$ cat src/common/bpu_pkg.sv
package bpu_pkg;

    localparam int BHT_IDX_W = 10;
    localparam int BHT_TAG_W = 8;
    localparam int BHT_ENTRY = 1 << BHT_IDX_W;

    typedef logic [31:0]          addr_t;
    typedef logic [BHT_IDX_W-1:0] bht_idx_t;
    typedef logic [BHT_TAG_W-1:0] bht_tag_t;
    typedef logic [1:0]           ctr_t;

    localparam ctr_t  CTR_INIT    = 2'b10;             // weakly taken
    localparam addr_t INST_BYTES  = 32'd4;
    localparam addr_t FETCH_BYTES = 32'd8;             // one dual-issue pair
    localparam addr_t RESET_PC    = 32'h0000_1000;

    // folded upper bits, word offset in the low nibble
    function automatic bht_idx_t bht_index(input addr_t a);
        bht_index = {a[29:24] ^ a[23:18] ^ a[17:12] ^ a[11:6], a[5:2]};
    endfunction

    function automatic bht_tag_t bht_tag(input addr_t a);
        bht_tag = a[31:24];
    endfunction

    function automatic ctr_t ctr_inc(input ctr_t c);
        if (c == 2'b11)
        begin
            ctr_inc = c;                               // saturate high
        end
        else
        begin
            ctr_inc = c + 2'b01;
        end
    endfunction

    function automatic ctr_t ctr_dec(input ctr_t c);
        if (c == 2'b00)
        begin
            ctr_dec = c;                               // saturate low
        end
        else
        begin
            ctr_dec = c - 2'b01;
        end
    endfunction

endpackage

$ cat src/fetch_pc.sv
`timescale 1ns/10ps

module fetch_pc import bpu_pkg::*;
(
    input  logic  cpu_clk,
    input  logic  cpu_rstn,
    input  logic  fetch_en,
    input  addr_t pred_addr,
    input  logic  redirect_valid,
    input  addr_t redirect_pc,
    output addr_t if_pc,
    output logic  if_valid
);

    addr_t next_pc;

    // redirect from EX overrides the predictor
    always_comb
    begin
        if (redirect_valid)
        begin
            next_pc = redirect_pc;
        end
        else if (fetch_en)
        begin
            next_pc = pred_addr;
        end
        else
        begin
            next_pc = if_pc;                           // stalled, hold
        end
    end

    always_ff @(posedge cpu_clk or negedge cpu_rstn)
    begin
        if (!cpu_rstn)
        begin
            if_pc <= RESET_PC;
        end
        else
        begin
            if_pc <= next_pc;
        end
    end

    assign if_valid = fetch_en;

    // targets come from the tables and from EX, both must keep word alignment
    a_pc_aligned: assert property (@(posedge cpu_clk) disable iff (!cpu_rstn)
        if_pc[1:0] == 2'b00);

endmodule

$ cat config.mk
export PLATFORM = sky130hd
export DESIGN_NAME = fetch_pc
export DESIGN_NICKNAME = d
export VERILOG_FILES = /design/src/common/bpu_pkg.sv /design/src/fetch_pc.sv
export SDC_FILE = /design/constraint.sdc
export NUM_CORES = 1
export LEC_CHECK = 0
export ABC_AREA = 1
export BUFFER_PORTS_ARGS = -buffer_cell sky130_fd_sc_hd__clkbuf_2
export CORE_MARGIN = 2
export CORE_UTILIZATION = 41
export DETAILED_ROUTE_END_ITERATION = 12
export HOLD_SLACK_MARGIN = 0.02
export PLACE_DENSITY = 0.81
export SLEW_MARGIN = 30
export SYNTH_ARGS = -nofsm -noshare
export SYNTH_HDL_FRONTEND = slang
export SYNTH_SLANG_ARGS = --single-unit
$ cat constraint.sdc
create_clock -name cpu_clk -period 1.1 [get_ports cpu_clk]
set_clock_uncertainty 0.2 [all_clocks]
set_input_delay 0 -clock cpu_clk [delete_from_list [all_inputs] [get_ports cpu_clk]]
set_output_delay 0 -clock cpu_clk [all_outputs]
set_load 0.005 [all_outputs]
# Word level (Yosys, flattened, before mapping)
# Index checks and enable logic that the tools add are counted.
# word_totals
reg_bits	32
output_inout_bits	33
inputBits	68
# op_classes
reduce_logical	1
n_mux	2
# op_table
cell	n
$mux 32	2
$reduce_bool 2->1	1

# Longest topological paths before layout
# logic_depth
ltp_word	2
mapped_depth	5
depth_no_buf	3

# Worst setup path before layout
# OpenSTA, ideal clock, no wires.
# synth_timing
kind	register -> register
startpoint	register, netlist name if_pc[12]
endpoint	register if_pc[12]
path_stages_with_launch	3
synth_period_minus_slack_ns	0.875
path_slack_ns	0.225
arrival_ns	0.612
n_path_buf	0
cell_sequence	dfstp_2 > nand2_1 > nand3_1
# synth_rtl
item	line_no	text
to (signal assigned)	fetch_pc.sv:42	if_pc <= next_pc;
to (decl)	fetch_pc.sv:11	output addr_t if_pc,

# Worst setup path in the final report
# layout_timing
startpoint	register if_pc[12]
endpoint	output port if_pc[12]
# No word-level cell between the ends.

==> flow_metrics.env <==
export IMPL_p_clk_share_pct=30.7
export IMPL_combPwrFrac_pct=24.2
export IMPL_ys_flop_type="dfrtp_1"
export IMPL_avgSynthCellArea_sq_um=8.560
export IMPL_cpPeakStageDelay_ns=0.54
export IMPL_row_count=22
export IMPL_layout_nets=409
export IMPL_grt_max_degree=33
export IMPL_synth_edf_count=0
export IMPL_setup_viol=1
export IMPL_ioPinCount=101
export IMPL_port_buffers=100
export IMPL_dr_first_iter_drc_count=118
export IMPL_multiInputGateArea_sq_um=580.6
export IMPL_dieHeight_microns=64.79
export IMPL_rsz0062_at_grt="true"
export IMPL_grt_busiest_layer="met2"
export IMPL_pwr_share_seq_pct=45.1
export IMPL_cp_top_family="flip-flops"
export IMPL_via_per_inst=4.874
export IMPL_cts_htree_levels=2
export IMPL_drc=0
export IMPL_r2r_start="if_pc[12]$_DFFE_PN1P_"
export IMPL_async_flop_share_pct=100.0
export IMPL_p_total_mw=3.010
export IMPL_fmax_ghz=0.9008
export IMPL_cts_setup_buffers=0
export IMPL_p_int_mw=2.215
export IMPL_critPathKind="flop to output port"
export IMPL_use_met1_pct=27.52
export IMPL_synth_top_area_share_pct=51.20
export IMPL_end_kind="output port"
export IMPL_finalHoldViolations=14
export IMPL_violations="negative hold slack, negative setup slack"
export IMPL_cp_required_ns=0.90
export IMPL_crit_start="if_pc[12]$_DFFE_PN1P_"
export IMPL_critPathBufInv=1
export IMPL_synth_top_area_cell="dfrtp_1"
export IMPL_grt_pass1_wl_mm=8.942
export IMPL_max_slew_margin_rel_pct=73.10
export IMPL_largest_reg_flops=32
export IMPL_final_layout_size_suffix_gt1_share_pct=33.92
export IMPL_synthCells=177
export IMPL_dp_hpwl_mm=3.037
export IMPL_routed_wl_mm=5.569
export IMPL_rrSetupSlack_ns=0.20
export IMPL_worst_slack_ns=-0.01008
export IMPL_cts_tree="built"
export IMPL_max_cap_viol_count=0
export IMPL_setup_worst_path_end="if_pc[12]"
export IMPL_grt_use_met2_pct=53.09
export IMPL_cellPowerDensity_mw_per_mm2=1080
export IMPL_vias=1901
export IMPL_syn_num_nets=245
export IMPL_fin_crit_ns=1.110
export IMPL_wl_per_cell_microns=14.28
export IMPL_initial_core_util_pct=42.02
export IMPL_grt_util_met3_pct=6.944
export IMPL_netlist_top_cells_count="nand2_1, nand3_1, dfrtp_1, buf_6, buf_2"
export IMPL_power_switching_uw=795.7
export IMPL_grt_usage_pct=28.10
export IMPL_cp_cell_sequence="buf_6"
export IMPL_numCtsBuffers=5
export IMPL_ys_types=9
export IMPL_ys_seq_area_share_pct=52.93
export IMPL_seq_area_sq_um=802.0
export IMPL_reg2regPathDepth=2
export IMPL_switching_share_pct=26.43
export IMPL_p_leak_nw=1.456
export IMPL_synthTopCellsByArea="dfrtp_1, nand3_1, nand2_1, buf_6, dfstp_2"
export IMPL_postRouteAntennaNets=0
export IMPL_gp_congestion=0.7598
export IMPL_vdd_drop_max_mv=0.7075
export IMPL_status="finished, violations left"
export IMPL_cp_depth=1
export IMPL_fill_cells=261
export IMPL_crit_fanout=2
export IMPL_first_global_vias=2046
export IMPL_clk_latency_ns=0.28
export IMPL_slowest_stage="dfstp_2"
export IMPL_firstDrtPassIters=5
export IMPL_max_slew_worst_pin_slew_ns=0.4035
export IMPL_antenna_found_initial=0
export IMPL_ctsRootBufferMaster="clkbuf_8"
export IMPL_yosysWarnings=0
export IMPL_finalMaxSlewViolations=0
export IMPL_tns_ns=-0.01008
export IMPL_timing_hold_ws_ns=-0.01589
export IMPL_r2r_end="if_pc[12]$_DFFE_PN1P_"
export IMPL_cts_buffer_depth=2
export IMPL_hold_class="input port to asynchronous set/reset pin"
export IMPL_cp_arrival_ns=0.91
export IMPL_top_register="if_pc"
export IMPL_startpoint_type="flop"
export IMPL_clock_sinks=32
export IMPL_overflow=0
export IMPL_core_sq_mm=0.003606
export IMPL_reg_largest_list="if_pc (32)"
export IMPL_dieArea_sq_mm=0.004198
export IMPL_area_delta_synth_final_pct=83.90
export IMPL_n_antenna_cell=0
export IMPL_period_share_pct=100.9
export IMPL_ys_ff_latch=32
export IMPL_syn_area_sq_mm=0.001515
export IMPL_die_x_microns=64.79
export IMPL_clk_pin_slew_ns=0.06
## worst min-delay path by stage
stage	startpoint	end	slack, ns
CTS	cpu_rstn	if_pc[29]$_DFFE_PN0P_	-0.01
floorplan	cpu_rstn	if_pc[0]$_DFFE_PN0P_	-0.50
finish	cpu_rstn	if_pc[24]$_DFFE_PN0P_	-0.02
global placement	cpu_rstn	if_pc[24]$_DFFE_PN0P_	-0.25
global route	cpu_rstn	if_pc[24]$_DFFE_PN0P_	0.02
detailed placement	cpu_rstn	if_pc[29]$_DFFE_PN0P_	-0.26
## layout make-up
type	count	area share [%]
Sequential cell	32	28.78
Timing Repair Buffer	172	44.77
Inverter	1	0.2245
Clock buffer	8	3.233
Tap cell	48	2.155
Multi-Input combinational cell	129	20.84
## power by group through the flow
stage | Combinational [mW] | Sequential [mW] | Clock (mW)
after floorplan | 0.220 | 1.38 | 0
after global placement | 0.511 | 1.37 | 0
after detailed placement | 0.523 | 1.37 | 0
after CTS | 0.703 | 1.35 | 0.943
after global routing | 0.801 | 1.37 | 1.00
final | 0.729 | 1.36 | 0.924
## cells by family after synthesis
| logic type | share of synthesized area, % |
|---|---|
| buffers and inverters | 8.753 |
| flip-flops | 52.93 |
| AND/OR/NAND/NOR | 38.32 |
## per-stage QoR
stage	instance area [sq um]	utilization, %	instances	hold slack, ns	setup slack, ns
3_3_place_gp	2039	56.56	317	-0.2539	0.1778
3_5_place_dp	2039	56.56	317	-0.2600	0.1394
2_1_floorplan	1515	-	177	-0.4956	0.2248
4_1_cts	2780	77.10	390	-0.01069	-0.02269
5_1_grt	2786	77.27	390	0.02039	-0.03518
6_report	2786	77.27	390	-0.01589	-0.01008
## cells in the final DEF (no fill, tap or decap)
master,n
buf_6,1
clkbuf_2,99
nand2_1,64
dfrtp_1,31
inv_4,1
clkbuf_1,2
buf_4,4
dfstp_2,1
buf_12,3
nand3_1,64
clkbuf_8,6
dlygate4sd3_1,65
nor2_8,1
## timing repair
item | 4_1_cts | 5_1_grt
resized for setup | 0 | 2
endpoints found under the hold margin | 64 | 0
hold buffers | 65 | 0
endpoints found under the setup margin | 1 | 1
## per-layer routing
layer / vias to the layer above / share of wire (%)
li1: 907 / -
met1: 879 / 36
met2: 99 / 54
met3: 16 / 6.6
met4: 0 / 3.1
met5: - / 0
(Power assumes the default switching activity.)
