==> src/common/bpu_pkg.sv <==
package bpu_pkg;

    localparam int BHT_IDX_W = 10;
    localparam int BHT_TAG_W = 8;
    localparam int BHT_ENTRY = 1 << BHT_IDX_W;

    typedef logic [31:0]          addr_t;
    typedef logic [BHT_IDX_W-1:0] bht_idx_t;
    typedef logic [BHT_TAG_W-1:0] bht_tag_t;
    typedef logic [1:0]           ctr_t;

    localparam ctr_t  CTR_INIT    = 2'b10;             // weakly taken
    localparam addr_t INST_BYTES  = 32'd4;
    localparam addr_t FETCH_BYTES = 32'd8;             // one dual-issue pair
    localparam addr_t RESET_PC    = 32'h0000_1000;

    // folded upper bits, word offset in the low nibble
    function automatic bht_idx_t bht_index(input addr_t a);
        bht_index = {a[29:24] ^ a[23:18] ^ a[17:12] ^ a[11:6], a[5:2]};
    endfunction

    function automatic bht_tag_t bht_tag(input addr_t a);
        bht_tag = a[31:24];
    endfunction

    function automatic ctr_t ctr_inc(input ctr_t c);
        if (c == 2'b11)
        begin
            ctr_inc = c;                               // saturate high
        end
        else
        begin
            ctr_inc = c + 2'b01;
        end
    endfunction

    function automatic ctr_t ctr_dec(input ctr_t c);
        if (c == 2'b00)
        begin
            ctr_dec = c;                               // saturate low
        end
        else
        begin
            ctr_dec = c - 2'b01;
        end
    endfunction

endpackage

==> src/branch_resolve.sv <==
`timescale 1ns/10ps

module branch_resolve import bpu_pkg::*;
(
    input  addr_t ex_pc,
    input  logic  ex_valid1,
    input  logic  ex_valid2,
    input  logic  ex_pred_taken1,
    input  logic  ex_pred_taken2,
    input  addr_t ex_pred_tgt1,
    input  addr_t ex_pred_tgt2,
    input  logic  ex_is_bj1,
    input  logic  ex_is_bj2,
    input  logic  real_taken1,
    input  logic  real_taken2,
    input  addr_t real_addr1,
    input  addr_t real_addr2,
    output logic  pred_error1,
    output logic  pred_error2,
    output logic  live1,
    output logic  live2,
    output logic  redirect_valid,
    output addr_t redirect_pc
);

    addr_t ex_pc4;
    logic  miss1;
    logic  miss2;

    // wrong direction, or right direction with a stale target
    function automatic logic slot_miss(input logic  pred_taken,
                                       input logic  is_bj,
                                       input logic  real_taken,
                                       input addr_t pred_tgt,
                                       input addr_t real_addr);
        slot_miss = (pred_taken != real_taken)
                    || (is_bj && pred_taken && real_taken && (pred_tgt != real_addr));
    endfunction

    assign ex_pc4 = ex_pc + INST_BYTES;

    assign miss1 = slot_miss(ex_pred_taken1, ex_is_bj1, real_taken1, ex_pred_tgt1, real_addr1);
    assign miss2 = slot_miss(ex_pred_taken2, ex_is_bj2, real_taken2, ex_pred_tgt2, real_addr2);

    assign pred_error1    = ex_valid1 && miss1;
    assign pred_error2    = ex_valid2 && !pred_error1 && miss2;   // older slot first
    assign redirect_valid = pred_error1 || pred_error2;

    assign live1 = ex_valid1;
    assign live2 = ex_valid2 && !pred_error1;

    always_comb
    begin
        if (pred_error1)
        begin
            redirect_pc = real_taken1 ? real_addr1 : ex_pc4;
        end
        else if (pred_error2)
        begin
            redirect_pc = real_taken2 ? real_addr2 : ex_pc + FETCH_BYTES;
        end
        else
        begin
            redirect_pc = ex_pc + FETCH_BYTES;         // unused without an error
        end
    end

endmodule

==> config.mk <==
export PLATFORM = sky130hd
export DESIGN_NAME = branch_resolve
export DESIGN_NICKNAME = d
export VERILOG_FILES = /design/src/common/bpu_pkg.sv /design/src/branch_resolve.sv
export SDC_FILE = /design/constraint.sdc
export NUM_CORES = 1
export LEC_CHECK = 0
export BUFFER_PORTS_ARGS = -buffer_cell sky130_fd_sc_hd__buf_4
export CORE_ASPECT_RATIO = 1.75
export CORE_MARGIN = 2
export CORE_UTILIZATION = 44
export DETAILED_ROUTE_END_ITERATION = 12
export PLACE_DENSITY = 0.91
export SYNTH_ARGS = -nofsm -noshare
export SYNTH_HDL_FRONTEND = slang
export SYNTH_SLANG_ARGS = --single-unit
==> constraint.sdc <==
create_clock -name vclk -period 2.3
set_input_delay 0.23 -clock vclk [all_inputs]
set_output_delay 0.23 -clock vclk [all_outputs]
set_load 0.03 [all_outputs]
==> results of run 1 <==
==> layer usage <==
metal | global-route usage (%) | GRT overflow
met5 | 7.03 | 0
met4 | 83.3 | 18
met3 | 58.1 | 0
met2 | 96.8 | 20
met1 | 69.1 | 0
==> stage by stage <==
step / std cells / area, um^2 / TNS (ns)
2_1_floorplan: 419 / 2920 / -0.115
3_3_place_gp: 756 / 5070 / -13.23
3_5_place_dp: 756 / 5070 / -12.01
4_1_cts: 772 / 5660 / -5.17
==> cell families after synthesis <==
kind of cell,Yosys count
AO/OA/AOI/OAI,69
multiplexers,33
buffers and inverters,39
adder cells (fa/ha/maj),2
AND/OR/NAND/NOR,158
XOR/XNOR,118
==> timing repair <==
action | in CTS
pin swaps | 14
cloned | 7
setup buffers | 11
resized for setup | 58
setup endpoints to repair | 36
endpoints found under the hold margin | 0
==> results.py, run 1 <==
metrics = {
    "yosys": {
        "yosysTopAreaCell": "xnor2_1",
        "synth_top_family_by_area": "XOR/XNOR gates",
        "postSynthAreaPerCell_um2": 6.87,
        "synth-simple-area-share_pct": 30.5,
        "synth_cells": 419,
        "synth_area_um2": 2880,
        "synth_adder_area_share_pct": 0.870,
        "synth_compound_area_share_pct": 14.7,
        "synthMuxAreaShare_pct": 11.5,
        "synth_xor_area_share_pct": 35.9,
        "netlist_top_cells_count": "xnor2_1, xor2_1, nand2_1",
        "synthTopCellsByArea": "xnor2_1, xor2_1, mux2i_1, nand2_1, o21ai_0",
        "ys_types": 50,
        "synth_top_cell_area_share_pct": 18.0,
        "syn_nets": 589,
        "ys_warn_count": 0,
        "synth-seq-area-share_pct": 0,
    },
    "die": {
        "die_h_um": 111,
        "io_pins": 205,
        "rows": 39,
        "initial_core_util_pct": 44.7,
        "dieWidth_um": 65.1,
    },
    "placement": {
        "portBuffers": 205,
        "dp_slack_ns": -0.437,
        "place_congestion": 1.05,
        "place_hpwl_um": 12800,
    },
    "sta": {
        "worst_endpoint_kind": "output port",
        "postGrtWorstEndpoint": "redirect_pc[0]",
    },
    "status": {
        "flow.stopped_at": "5_1_grt",
        "status": "aborted with a tool error",
        "stop_error": "[ERROR GRT-0232] Routing congestion too high. Check the congestion heatmap in the GUI.",
    },
    "global_route": {
        "grt_max_degree": 41,
        "track_usage_pct": 75.6,
        "grt_overflow": 38,
    },
    "clocking": {
        "cts_hold_buffers": 0,
    },
}
==> run 2, diff against run 1 <==
--- a/config.mk
+++ b/config.mk
@@ -6,11 +6,10 @@
 export NUM_CORES = 1
 export LEC_CHECK = 0
 export BUFFER_PORTS_ARGS = -buffer_cell sky130_fd_sc_hd__buf_4
-export CORE_ASPECT_RATIO = 1.75
 export CORE_MARGIN = 2
-export CORE_UTILIZATION = 44
+export CORE_UTILIZATION = 40
 export DETAILED_ROUTE_END_ITERATION = 12
-export PLACE_DENSITY = 0.91
+export PLACE_DENSITY_LB_ADDON = 0.15
 export SYNTH_ARGS = -nofsm -noshare
 export SYNTH_HDL_FRONTEND = slang
 export SYNTH_SLANG_ARGS = --single-unit
==> results.py, run 2 <==
metrics = {
    "die": {
        "initial_core_util_pct": 41.9,
        "die_h_um": 88.8,
        "fp.coreArea_um2": 6870,
        "dieWidth_um": 88.8,
        "rows": 30,
        "io_pins": 205,
        "die-area_um2": 7890,
    },
    "global_route": {
        "grt_max_degree": 31,
        "antenna_found_initial": 1,
        "track_usage_pct": 34.1,
        "grt_overflow": 0,
        "grt_pass1_wl_um": 20900,
        "grt_pass1_vias": 4159,
    },
    "placement": {
        "portBuffers": 205,
        "place_congestion": 1.00,
        "dp_slack_ns": -0.434,
        "place_hpwl_um": 11300,
        "place_area_um2": 4940,
    },
    "job": {
        "drv_cap": 0,
    },
    "worst_setup_path": {
        "endpoint_kind": "primary output",
        "path_cells": "buf_4 -> xnor2_1 -> nand4_1 -> nor4_2 -> a21boi_2 -> buf_4 -> o31a_1 -> and3b_1 -> a221oi_2 -> buf_4",
        "path_common_cell": "buf_4",
        "critPathKind": "in -> out",
        "required_ns": 2.07,
        "cpPeakStageDelay_ns": 0.40,
        "cp-start-kind": "input pin",
        "crit_buf_inv": 3,
        "arrival_ns": 2.51,
        "cpMaxStageDelayCell": "xnor2_1",
        "cpLargestDelayFamily": "simple AND/OR/NAND/NOR gates",
        "crit_fanout": 5,
    },
    "pwr": {
        "power.total_mw": 1.26,
        "ir_worst_vdd_v": 0.000118,
        "p_per_area_nw_per_um2": 231,
        "p_leak_nw": 2.61,
    },
    "routing": {
        "routed_via_density": 5.75,
        "drc_errors": 0,
        "drt-wirelength-per-cell_um": 20.4,
        "ant_nets": 0,
        "vias": 4408,
        "drt_first_pass_iters": 7,
        "wirelength_um": 15700,
        "drt-initial-drc-count": 272,
    },
    "sta": {
        "worst_slew_pin_slew_ns": 0.462,
        "finalCritPeriodShare_pct": 119,
        "setup_ws_ns": -0.435,
        "rsz0062_at_grt": "yes",
        "min_period_ns": 2.74,
        "max_freq_mhz": 366,
        "hold_viol_final": 0,
        "slew_headroom_pct": 69.0,
        "setup_viol": 36,
        "drv_slew": 0,
    },
    "layout": {
        "multiInputGateArea_um2": 3010,
        "seq_area_um2": 0,
        "nClkBuffers": 0,
        "seq_cell_count": 0,
        "drive_gt1_share_pct": 50.4,
        "diodes": 0,
        "final_cell_area_um2": 5450,
        "most-common-layout-cells": "buf_4, xor2_1, nand2_1",
        "fillers": 486,
        "final_common_cell": "buf_4",
        "final_nets": 843,
        "syn_to_final_growth_pct": 89.4,
    },
    "yosys": {
        "syn_nets": 589,
        "yosysTopAreaCell": "xnor2_1",
        "netlist_top_cells_count": "xnor2_1, xor2_1, nand2_1",
        "ys_types": 50,
        "synth_cells": 419,
        "synth_top_cell_area_share_pct": 18.0,
        "synth-seq-area-share_pct": 0,
        "ys_warn_count": 0,
        "synthTopCellsByArea": "xnor2_1, xor2_1, mux2i_1, nand2_1, o21ai_0",
        "postSynthAreaPerCell_um2": 6.87,
        "synth_area_um2": 2880,
    },
    "status": {
        "violations": "setup timing",
        "status": "finished with violations",
    },
    "hold_path": {
        "hold_path_class": "in -> out",
    },
    "clocking": {
        "cts_hold_buffers": 0,
    },
}
## run 2: cell counts after synthesis
Identical to the previous run, type by type.
## run 2: logic make-up after synthesis
group / count (synthesis) / share of synthesized area, %
buffers and inverters: 39 / 6.48
muxes: 33 / 11.5
xor gates and xnor gates: 118 / 35.9
and+or+nand+nor: 158 / 30.5
AOI/OAI and AO/OA: 69 / 14.7
adders and majority gates: 2 / 0.869
## run 2: metal layers
layer,vias to the layer above,part of all wire (%),wire [um],track usage [%]
met1,2034,36,5560,40.0
met4,2,4.8,752,11.2
li1,1985,-,-,-
met2,315,49,7720,63.2
met3,72,10,1600,4.66
met5,-,0.083,13,0
## run 2: layout make-up
class / instances / share of cell area, %
multi-input combinational: 382 / 55.2
timing repair buffer: 282 / 42.1
tap: 96 / 2.20
inverter: 7 / 0.482
## run 2: path summary, 6_finish.rpt
kind / from / endpoint / slack, ns / cells after the start
worst max-delay path: ex_pred_tgt1[23] / redirect_pc[0] / -0.44 / 10
worst min-delay path: ex_valid1 / live1 / 0.72 / 2
## run 2: stage by stage
step                TNS [ns]  instances  util (%)  hold WS, ns
floorplan             -0.115        419         -        0.592
global placement       -8.92        755      71.9        0.722
detailed placement    -11.26        755      71.9        0.721
CTS                    -2.12        763      76.8        0.721
global route          -12.47        767      79.3        0.735
finish                 -9.68        767      79.3        0.724
## run 2: report_power, final
group	switching, mW	internal, mW
logic	0.647	0.614
clock network	0	0
registers	0	0
total	0.647	0.614
## run 2: what timing repair did
action / 4_1_cts / 5_1_grt
setup endpoints to repair: 33 / 34
hold endpoints to repair: 0 / 0
gates resized for setup: 48 / 28
cloned: 5 / 0
pin swaps: 22 / 14
buffers inserted: 3 / 4
No activity file was read; power rests on OpenSTA's default activity.
